--- src/design/rx_eq_pkg.sv ---
package rx_eq_pkg;

   localparam int lane_cnt_def = 4;
   localparam int tap_cnt_def = 3;

   typedef logic signed [7:0] code_t;   // raw ADC code
   typedef logic signed [7:0] weight_t;
   typedef logic signed [9:0] eq_t;     // equalized sample after saturation
   typedef logic [3:0] shift_t;
   typedef logic [3:0] conf_t;

   typedef logic [7:0] axil_addr_t;
   typedef logic [31:0] axil_data_t;
   typedef logic [$bits(axil_data_t)/8-1:0] axil_strb_t;
   typedef logic [1:0] axil_resp_t;

   typedef struct packed {
      axil_addr_t aw_addr;
      logic aw_valid;
      axil_data_t w_data;
      axil_strb_t w_strb;
      logic w_valid;
      logic b_ready;
      axil_addr_t ar_addr;
      logic ar_valid;
      logic r_ready;
   } axil_req_t;

   typedef struct packed {
      logic aw_ready;
      logic w_ready;
      axil_resp_t b_resp;
      logic b_valid;
      logic ar_ready;
      axil_data_t r_data;
      axil_resp_t r_resp;
      logic r_valid;
   } axil_rsp_t;

   localparam axil_addr_t reg_shift_addr = 8'h00;
   localparam axil_addr_t reg_thresh_addr = 8'h04;
   localparam axil_addr_t reg_weight_base = 8'h10;  // weight k at base + 4*k

   localparam axil_resp_t resp_okay = 2'b00;
   localparam axil_resp_t resp_slverr = 2'b10;

endpackage

--- src/design/ffe.sv ---
`timescale 1ns/100ps

module ffe
   import rx_eq_pkg::*;
#(
   parameter int lane_cnt = 4,
   parameter int tap_cnt = 3
) (
   input  logic    clk,
   input  logic    arst_n,
   input  logic    codes_valid,
   input  code_t   codes [lane_cnt],
   input  weight_t weights [tap_cnt],
   input  shift_t  shift,
   output logic    eq_valid,
   output eq_t     eq [lane_cnt]
);

   localparam int hist_len = tap_cnt - 1;
   localparam int ext_len = lane_cnt + hist_len;
   localparam int prod_w = $bits(code_t) + $bits(weight_t);
   localparam int sum_w = prod_w + $clog2(tap_cnt + 1);  // headroom for the tap sum
   localparam int eq_max = 2 ** ($bits(eq_t) - 1) - 1;
   localparam int eq_min = -(2 ** ($bits(eq_t) - 1));

   code_t hist [hist_len];  // hist[0] is the oldest sample
   code_t ext [ext_len];    // history followed by the current block
   logic signed [sum_w-1:0] sum [lane_cnt];
   logic signed [sum_w-1:0] shifted [lane_cnt];
   eq_t eq_next [lane_cnt];

   always_comb begin
      for (int i = 0; i < hist_len; i++) begin
         ext[i] = hist[i];
      end
      for (int j = 0; j < lane_cnt; j++) begin
         ext[hist_len + j] = codes[j];
      end
   end

   // lane j is sample n, so tap k reaches back to ext[hist_len + j - k]
   always_comb begin
      for (int j = 0; j < lane_cnt; j++) begin
         sum[j] = '0;
         for (int k = 0; k < tap_cnt; k++) begin
            sum[j] = sum[j] + ext[hist_len + j - k] * weights[k];
         end
      end
   end

   always_comb begin
      for (int j = 0; j < lane_cnt; j++) begin
         shifted[j] = sum[j] >>> shift;  // arithmetic, keeps the sign
         if (shifted[j] > eq_max) begin
            eq_next[j] = eq_t'(eq_max);
         end else if (shifted[j] < eq_min) begin
            eq_next[j] = eq_t'(eq_min);
         end else begin
            eq_next[j] = eq_t'(shifted[j]);
         end
      end
   end

   always_ff @(posedge clk or negedge arst_n) begin
      if (!arst_n) begin
         eq_valid <= 1'b0;
         for (int i = 0; i < hist_len; i++) begin
            hist[i] <= '0;
         end
      end else begin
         eq_valid <= codes_valid;
         if (codes_valid) begin
            for (int i = 0; i < hist_len; i++) begin
               hist[i] <= ext[lane_cnt + i];  // newest samples of this block
            end
         end
      end
   end

   always_ff @(posedge clk) begin
      if (codes_valid) begin
         eq <= eq_next;
      end
   end

   // the history window must fit in one previous block
   a_tap_range : assert property (@(posedge clk) tap_cnt >= 2 && tap_cnt <= lane_cnt + 1)
      else $error("tap_cnt %0d out of range for lane_cnt %0d", tap_cnt, lane_cnt);

endmodule

--- src/design/slicer.sv ---
`timescale 1ns/100ps

module slicer
   import rx_eq_pkg::*;
#(
   parameter int lane_cnt = 4
) (
   input  logic  clk,
   input  logic  arst_n,
   input  logic  eq_valid,
   input  eq_t   eq [lane_cnt],
   input  code_t thresh,
   output logic  bits_valid,
   output logic  bits [lane_cnt],
   output conf_t conf [lane_cnt]
);

   localparam int diff_w = $bits(eq_t) + 1;
   localparam int conf_max = 2 ** $bits(conf_t) - 1;

   logic signed [diff_w-1:0] diff [lane_cnt];
   logic [diff_w-1:0] mag [lane_cnt];
   logic bit_next [lane_cnt];
   conf_t conf_next [lane_cnt];

   always_comb begin
      for (int j = 0; j < lane_cnt; j++) begin
         diff[j] = eq[j] - thresh;  // thresh is sign extended to the sample width
         bit_next[j] = (diff[j] >= 0);
         mag[j] = (diff[j] < 0) ? -diff[j] : diff[j];
         conf_next[j] = (mag[j] > conf_max) ? conf_t'(conf_max) : conf_t'(mag[j]);
      end
   end

   always_ff @(posedge clk or negedge arst_n) begin
      if (!arst_n) begin
         bits_valid <= 1'b0;
      end else begin
         bits_valid <= eq_valid;
      end
   end

   always_ff @(posedge clk) begin
      if (eq_valid) begin
         bits <= bit_next;
         conf <= conf_next;
      end
   end

endmodule

--- src/design/eq_csr.sv ---
`timescale 1ns/100ps

module eq_csr
   import rx_eq_pkg::*;
#(
   parameter int tap_cnt = 3
) (
   input  logic      clk,
   input  logic      arst_n,
   input  axil_req_t axil_req,
   output axil_rsp_t axil_rsp,
   output weight_t   weights [tap_cnt],
   output shift_t    shift,
   output code_t     thresh
);

   logic init_done;  // slave opens its channels one cycle after reset
   logic wr_ready;
   logic wr_fire;
   logic rd_ready;
   logic rd_fire;
   logic b_valid;
   logic r_valid;
   axil_resp_t b_resp;
   axil_resp_t r_resp;
   axil_data_t r_data;
   axil_data_t rd_data;

   function automatic logic addr_mapped(axil_addr_t addr);
      logic hit;
      hit = (addr == reg_shift_addr) || (addr == reg_thresh_addr);
      for (int k = 0; k < tap_cnt; k++) begin
         if (addr == axil_addr_t'(reg_weight_base + 4 * k)) begin
            hit = 1'b1;
         end
      end
      return hit;
   endfunction

   assign wr_ready = init_done && !b_valid && axil_req.aw_valid && axil_req.w_valid;
   assign wr_fire = wr_ready;  // AW and W are taken together
   assign rd_ready = init_done && !r_valid;
   assign rd_fire = rd_ready && axil_req.ar_valid;

   always_comb begin
      rd_data = '0;  // unmapped reads return zero
      if (axil_req.ar_addr == reg_shift_addr) begin
         rd_data[$bits(shift_t)-1:0] = shift;
      end else if (axil_req.ar_addr == reg_thresh_addr) begin
         rd_data[$bits(code_t)-1:0] = thresh;
      end
      for (int k = 0; k < tap_cnt; k++) begin
         if (axil_req.ar_addr == axil_addr_t'(reg_weight_base + 4 * k)) begin
            rd_data[$bits(weight_t)-1:0] = weights[k];
         end
      end
   end

   always_ff @(posedge clk or negedge arst_n) begin
      if (!arst_n) begin
         init_done <= 1'b0;
         b_valid <= 1'b0;
         r_valid <= 1'b0;
      end else begin
         init_done <= 1'b1;
         if (wr_fire) begin
            b_valid <= 1'b1;
         end else if (axil_req.b_ready) begin
            b_valid <= 1'b0;
         end
         if (rd_fire) begin
            r_valid <= 1'b1;
         end else if (axil_req.r_ready) begin
            r_valid <= 1'b0;
         end
      end
   end

   always_ff @(posedge clk or negedge arst_n) begin
      if (!arst_n) begin
         shift <= '0;
         thresh <= '0;
         for (int k = 0; k < tap_cnt; k++) begin
            weights[k] <= '0;
         end
      end else if (wr_fire && axil_req.w_strb[0]) begin  // all fields live in byte 0
         if (axil_req.aw_addr == reg_shift_addr) begin
            shift <= axil_req.w_data[$bits(shift_t)-1:0];
         end
         if (axil_req.aw_addr == reg_thresh_addr) begin
            thresh <= axil_req.w_data[$bits(code_t)-1:0];
         end
         for (int k = 0; k < tap_cnt; k++) begin
            if (axil_req.aw_addr == axil_addr_t'(reg_weight_base + 4 * k)) begin
               weights[k] <= axil_req.w_data[$bits(weight_t)-1:0];
            end
         end
      end
   end

   always_ff @(posedge clk) begin
      if (wr_fire) begin
         b_resp <= addr_mapped(axil_req.aw_addr) ? resp_okay : resp_slverr;
      end
      if (rd_fire) begin
         r_data <= rd_data;
         r_resp <= addr_mapped(axil_req.ar_addr) ? resp_okay : resp_slverr;
      end
   end

   always_comb begin
      axil_rsp.aw_ready = wr_ready;
      axil_rsp.w_ready = wr_ready;
      axil_rsp.b_resp = b_resp;
      axil_rsp.b_valid = b_valid;
      axil_rsp.ar_ready = rd_ready;
      axil_rsp.r_data = r_data;
      axil_rsp.r_resp = r_resp;
      axil_rsp.r_valid = r_valid;
   end

   a_b_hold : assert property (@(posedge clk) disable iff (!arst_n)
      b_valid && !axil_req.b_ready |=> b_valid)
      else $error("b_valid dropped before b_ready");

   a_r_hold : assert property (@(posedge clk) disable iff (!arst_n)
      r_valid && !axil_req.r_ready |=> r_valid)
      else $error("r_valid dropped before r_ready");

endmodule

--- src/design/rx_eq_top.sv ---
`timescale 1ns/100ps

module rx_eq_top
   import rx_eq_pkg::*;
#(
   parameter int lane_cnt = lane_cnt_def,
   parameter int tap_cnt = tap_cnt_def
) (
   input  logic      clk,
   input  logic      arst_n,
   input  axil_req_t axil_req,
   output axil_rsp_t axil_rsp,
   input  logic      codes_valid,
   input  code_t     codes [lane_cnt],
   output logic      bits_valid,
   output logic      bits [lane_cnt],
   output conf_t     conf [lane_cnt]
);

   weight_t weights [tap_cnt];
   shift_t shift;
   code_t thresh;
   logic eq_valid;
   eq_t eq [lane_cnt];

   eq_csr #(.tap_cnt(tap_cnt)) csr_i (
      .clk     (clk),
      .arst_n  (arst_n),
      .axil_req(axil_req),
      .axil_rsp(axil_rsp),
      .weights (weights),
      .shift   (shift),
      .thresh  (thresh)
   );

   ffe #(.lane_cnt(lane_cnt), .tap_cnt(tap_cnt)) ffe_i (
      .clk        (clk),
      .arst_n     (arst_n),
      .codes_valid(codes_valid),
      .codes      (codes),
      .weights    (weights),
      .shift      (shift),
      .eq_valid   (eq_valid),
      .eq         (eq)
   );

   slicer #(.lane_cnt(lane_cnt)) slicer_i (
      .clk       (clk),
      .arst_n    (arst_n),
      .eq_valid  (eq_valid),
      .eq        (eq),
      .thresh    (thresh),
      .bits_valid(bits_valid),
      .bits      (bits),
      .conf      (conf)
   );

endmodule

--- config.mk ---
export PLATFORM = sky130hd
export DESIGN_NAME = rx_eq_top
export DESIGN_NICKNAME = d
export VERILOG_FILES = /design/src/design/rx_eq_pkg.sv /design/src/design/ffe.sv /design/src/design/slicer.sv /design/src/design/eq_csr.sv /design/src/design/rx_eq_top.sv
export SDC_FILE = /design/constraint.sdc
export NUM_CORES = 2
export LEC_CHECK = 0
export ABC_AREA = 1
export BUFFER_PORTS_ARGS = -buffer_cell sky130_fd_sc_hd__buf_2
export CAP_MARGIN = 20
export CELL_PAD_IN_SITES_DETAIL_PLACEMENT = 2
export CELL_PAD_IN_SITES_GLOBAL_PLACEMENT = 2
export CORE_MARGIN = 8
export CORE_UTILIZATION = 40
export DETAILED_ROUTE_END_ITERATION = 7
export GPL_ROUTABILITY_DRIVEN = 0
export GPL_TIMING_DRIVEN = 0
export HOLD_SLACK_MARGIN = 0.03
export PLACE_DENSITY_LB_ADDON = 0.1
export SLEW_MARGIN = 20
export SYNTH_ARGS = -nofsm -noshare
export SYNTH_HDL_FRONTEND = slang
export SYNTH_SLANG_ARGS = --single-unit
export TNS_END_PERCENT = 5
--- constraint.sdc ---
create_clock -name clk -period 20.5 [get_ports clk]
set_clock_uncertainty 0.05 [all_clocks]
set_input_delay 3.075 -clock clk [delete_from_list [all_inputs] [get_ports clk]]
set_output_delay 3.075 -clock clk [all_outputs]
set_load 0.02 [all_outputs]
### After elaboration in Yosys (flattened, before gate mapping)

Cells that the tools add are included.
W data, S select, Z words.

* bits in registers: 129
* input port bits: 92
* output and inout port bits: 62
* logic and storage cells: 134

* $add $sub $neg: 16
* $mul: 12
* magnitude comparators: 20
* equal/unequal tests: 8
* shifts and indexed selects: 4
* mux-type cells: 28
* reduce and logical (&&, ||, !) cells: 19

Operators with widths (count)
* $mul A8 B8 Y16: 12
* $add A18 B18 Y18: 8
* $gt A18 B10 Y1 const B: 4
* $lt A18 B10 Y1 const B: 4
* $sshr A18 B4 Y18: 4
* $eq A8 B5 Y1 const B: 6
* $ge A11 B1 Y1 const B: 4
* $gt A11 B4 Y1 const B: 4
* $lt A11 B1 Y1 const B: 4
* $mux W11: 4
* $neg A11 Y11: 4
* $sub A10 B8 Y11: 4
* $mux W10: 4
* $mux W8: 4
* $eq A8 B3 Y1 const B: 2
* $logic_not A8 Y1: 2
* $mux W1: 12
* $reduce_and A2 Y1: 5
* $mux W4: 2
* $logic_and A1 B1 Y1: 6
* $mux W2: 2
* $reduce_bool A2 Y1: 2
* $logic_not A1 Y1: 2
* $logic_or A1 B1 Y1: 2

### Depth between registers and ports, before layout

* depth in word-level cells: 7
* mapped depth: 51
* gate-level depth less buffers: 49

### By module

Synthesis repeated with hierarchy kept, for this count alone.

* cell total of the unflattened synthesis: 5996
* area total of the unflattened synthesis: 45910.3 um2

By module, submodules not included
* ffe: times used 1, cells an instance 4941, area each 38991.1 um2, sequential area each 1626.6 um2
* slicer: times used 1, cells an instance 767, area each 4359.2 um2, sequential area each 625.6 um2
* eq_csr: times used 1, cells an instance 288, area each 2560.0 um2, sequential area each 1276.2 um2

### Least setup slack after synthesis

No wires, ideal clock.

* path kind: input to register
* start: input codes[14] (netlist name)
* end: register ffe_i.eq[10] (netlist name), data pin
* library setup time: 0.255 ns
* arrival: 9.842 ns
* required time: 20.195 ns
* slack: 10.353 ns
* stages on the path: 45
* path buffers: 2
* path through: clkbuf_1 > clkbuf_1 > nand2_1 > fa_1 > fa_1 > inv_1 > fa_1 > inv_1 > fa_1 > inv_1 > ha_1 > a21oi_1 > o21ai_0 > nand2_1 > nand2_1 > a21oi_1 > nor2_1 > o21ai_0 > [... 9 more ...] > nor2_1 > nand2_1 > nand2_2 > nand2_4 > inv_2 > nand2_1 > nand3_1 > nand2_1 > nand2_1 > nand2_1 > nor2_2 > nand2_1 > nor2_1 > nand3_1 > nand2_1 > nand2_1 > nand2_4 > nand2_1

* word-level cells in the longest chain between the ends: 6
* elaborated cells on any way between the ends: 7
* classes of those cells: add/sub (2); mul (1); order compare (2); shift (1); mux (1)

Ends and longest elaborated chain
* start, declared: line rx_eq_top.sv:14 `input code_t codes [lane_cnt],`
* $mul A8 B8 Y16 *: line ffe.sv:46 `sum[j] = sum[j] + ext[hist_len + j - k] * weights[k];`
* $add A18 B18 Y18 * (2 in series): line ffe.sv:46
* $sshr A18 B4 Y18 *: line ffe.sv:53 `shifted[j] = sum[j] >>> shift;`
* $lt A18 B10 Y1: line ffe.sv:56 `end else if (shifted[j] < eq_min) begin`
* $mux W10: line ffe.sv:56
* end signal, assigned: line ffe.sv:82 `eq <= eq_next;`
* end, declared: line ffe.sv:16 `output eq_t eq [lane_cnt]`

Every way passes the cells marked *; elsewhere a longest branch is shown, timed or not.
A chain may end at the register's enable or synchronous reset.

### Final worst setup path

* start: input codes[10] (netlist name)
* end: register ffe_i.eq[16] (netlist name), data pin

The elaborated chain is that of the path after synthesis.

==> reports/metrics.yaml <==
status: "completed"
cpPeakStageDelay_ps: 930
ant_nets: 0
synth_ff_type: "edfxtp_1"
grt-ovfl-total: 0
clk_latency_ps: 510
fin_crit_ps: 12320
path_common_cell: "nand2_1"
fin_crit_sh_pct: 60.1
rows: 126
grtUsageTotal_pct: 31.3
ir_worst_vdd_mv: 0.0652
required_ps: 20690
io_pins: 154
switching_share_pct: 48.0
synthArstFlopShare_pct: 44.9
pwr-share-clk_pct: 23.5
cap_viol_max_count: 0
netlist_instances: 6554
reg2reg_depth: 43
critPathKind: "in2reg"
drtPass1Iterations: 5
postCtsSetupRepairBufs: 0
drt_iter0_markers: 2414
holdBufCountCts: 0
intPower_mw: 0.714
port_buffers: 84
avgSynthCellArea_um2: 7.18
crit_path_max_fanout: 10
via_per_inst: 5.26
place_hpwl_um: 173000
cts_htree_levels: 4
cts_inserted_buffers: 17
setup_viol: 0
max_slew_margin_pct: 16.1
grt_pass1_wl_um: 306000
cts_buffer_depth: 2
die_area_mm2: 0.129
die_x_um: 359
leakagePower_nw: 27.5
comb_power_share_pct: 51.9
ys_warn_count: 0
cts.sinks: 127
ys_seq_area_share_pct: 7.50
syn_area_mm2: 0.0471
cts_root_buf: "clkbuf_16"
crit_path_top_delay_cell: "fa_1"
design_area_mm2: 0.0502
power_frac_seq_pct: 24.6
post_drt_wl_per_cell_um: 24.7
grt_max_degree: 45
antenna_found_initial: 12
regToRegSetupSlack_ps: 9700
die_y_um: 359
p_per_area_mw_per_mm2: 27.4
vias: 43300
p_switching_mw: 0.659
critPathCaptureType: "flip-flop"
core-area_mm2: 0.117
final.setup.tns_ps: 0
arrival_ps: 12510
power_mw: 1.37
worst_pin_slew_ps: 1260
cts.clk_slew.worst_paths_ps: 70
slew_viol_final: 0
finalHoldViolations: 0
cts_tree: "yes"
max_freq_ghz: 0.0811
cp-start-kind: "input port"
dpl-instance-area_mm2: 0.0496
fin_nets: 7960
hold_path.startpoint: "csr_i.thresh[4]"
synth_edf_count: 70
yosys_register_bits: 127
holdPathStages: 2
grt_pass1_vias: 49700
worstHoldEndpoint: "csr_i.thresh[4]"
wl_um: 204000
drcViolationCount: 0
r2r-start: "csr_i.weights[7]"
syn_to_final_growth_pct: 6.61
timing.rr.end: "ffe_i.eq[16]"
drive_gt1_share_pct: 4.46
start_util_pct: 40.1
hold_path.class: "reg2reg"
rsz0062_at_grt: "false"
post_cts_resized: 0
yosys.cell_types.count: 61
worst max path at each step:
stage,slack (ps),end,startpoint,depth (start not counted)
after floorplan,10350,ffe_i.eq[10],codes[14],45
after global placement,8100,ffe_i.eq[16],codes[10],45
after detailed placement,7880,ffe_i.eq[16],codes[15],45
after CTS,8360,ffe_i.eq[16],codes[15],45
after global routing,7750,ffe_i.eq[16],codes[10],47
final,8180,ffe_i.eq[16],codes[10],45
layout by cell type (no fill, tap or decap), types with 5 or more instances in the layout:
master     synthesis  final
a21o_1            18     18
a21oi_1          206    206
a31oi_1           11     11
and2_1            11     11
buf_1             38     38
buf_2             12     94
buf_4             32     34
clkbuf_1         176    151
clkbuf_16          0     18
clkbuf_2           0     25
conb_1             2     27
dfrtp_1           57     57
diode_2            0      6
edfxtp_1          70     70
fa_1             732    732
ha_1             452    452
inv_1           1806   1806
inv_2              6      6
mux2i_1            5      5
nand2_1         1655   1655
nand2_2           34     34
nand2_4            7      7
nand3_1          420    420
nand3_2           11     11
nand3b_1          12     12
nand4_1           25     25
nor2_1           169    169
nor2_2            10     10
nor3_1            20     20
o211ai_1          14     14
o21ai_0          167    167
o21bai_1          35     35
o22ai_1            6      6
or2_2             13     13
xnor2_1          128    128
xor2_1           146    146
critical path: cells and delay by family:
| family | cells | cell delay [ps] |
|---|---|---|
| compound gates | 7 | 1450 |
| xor+xnor | 1 | 150 |
| simple gates | 23 | 2390 |
| fa+ha+maj | 7 | 3640 |
| buf+inv | 7 | 1750 |
final cells by class:
type | instances | area (um2)
inverter | 1816 | 6820
sequential | 127 | 3530
buffer | 261 | 1160
multi-input combinational | 4375 | 35700
clock inverter | 14 | 119
fill | 14100 | 67300
timing repair buffer | 86 | 480
antenna | 6 | 15.0
clock buffer | 18 | 450
tap | 1536 | 1920
layer usage:
metal	global-route usage [%]	part of all wire (%)	up-vias
met3	5.10	5.5	420
met4	17.2	6.5	8
met2	53.5	48	1154
li1	-	-	19500
met1	37.5	40	22200
met5	0	0.030	-
kinds of logic (layout without fill, tap and decap cells):
| kind of cell | Yosys count | in the layout | synth area share [%] |
|---|---|---|---|
| simple gates | 2401 | 2401 | 21.4 |
| buf+inv | 2077 | 2195 | 16.9 |
| fa+ha+maj | 1184 | 1184 | 43.2 |
| compound gates | 479 | 479 | 5.64 |
| xor+xnor | 277 | 277 | 5.20 |
| flops | 127 | 127 | 7.50 |
| mux | 7 | 7 | 0.154 |
| other cells | 2 | 33 | 0.0160 |
registers in the layout, summed over array words and instances, names as in the netlist:
name / count
slicer_i.conf: 16
csr_i.r_data: 8
csr_i.b_valid: 1
csr_i.thresh: 8
csr_i.b_resp: 1
csr_i.shift: 4
slicer_i.bits: 4
csr_i.weights: 24
csr_i.init_done: 1
csr_i.r_resp: 1
slicer_i.bits_valid: 1
csr_i.r_valid: 1
ffe_i.eq: 40
ffe_i.ext: 16
ffe_i.eq_valid: 1
cells in the mapped netlist, types with 5 or more instances:
cell type | number | area, um2
nand3_1 | 420 | 2100
nand2_2 | 34 | 213
nand4_1 | 25 | 156
or2_2 | 13 | 81.3
o22ai_1 | 6 | 37.5
clkbuf_1 | 176 | 661
a21oi_1 | 206 | 1030
fa_1 | 732 | 14700
and2_1 | 11 | 68.8
mux2i_1 | 5 | 50.1
nor3_1 | 20 | 100
nand2_1 | 1655 | 6210
nand3_2 | 11 | 110
o21bai_1 | 35 | 263
edfxtp_1 | 70 | 2100
xnor2_1 | 128 | 1120
o211ai_1 | 14 | 105
dfrtp_1 | 57 | 1430
inv_2 | 6 | 22.5
a31oi_1 | 11 | 68.8
nor2_2 | 10 | 62.6
inv_1 | 1806 | 6780
buf_4 | 32 | 240
nor2_1 | 169 | 634
xor2_1 | 146 | 1280
nand2_4 | 7 | 78.8
buf_1 | 38 | 143
o21ai_0 | 167 | 836
nand3b_1 | 12 | 90.1
buf_2 | 12 | 60.1
ha_1 | 452 | 5660
a21o_1 | 18 | 135
power by group through the flow:
| stage | Combinational [mW] | Clock, mW | Sequential, mW |
|---|---|---|---|
| 2_1_floorplan | 0.485 | 0 | 0.342 |
| 3_3_place_gp | 0.666 | 0 | 0.340 |
| 3_5_place_dp | 0.708 | 0 | 0.343 |
| 4_1_cts | 0.714 | 0.330 | 0.338 |
| 5_1_grt | 0.792 | 0.337 | 0.341 |
| 6_report | 0.713 | 0.322 | 0.338 |
stage by stage:
stage / setup WS [ps] / hold slack (ps) / utilization (%) / instances
3_3_place_gp: 8100 / 416 / 42.1 / 8199
3_5_place_dp: 7880 / 439 / 42.2 / 8201
5_1_grt: 7750 / 509 / 42.7 / 8234
2_1_floorplan: 10350 / 403 / - / 6579
4_1_cts: 8360 / 455 / 42.7 / 8233
6_report: 8180 / 460 / 42.7 / 8239
No activity file was read; power rests on OpenSTA's default activity.
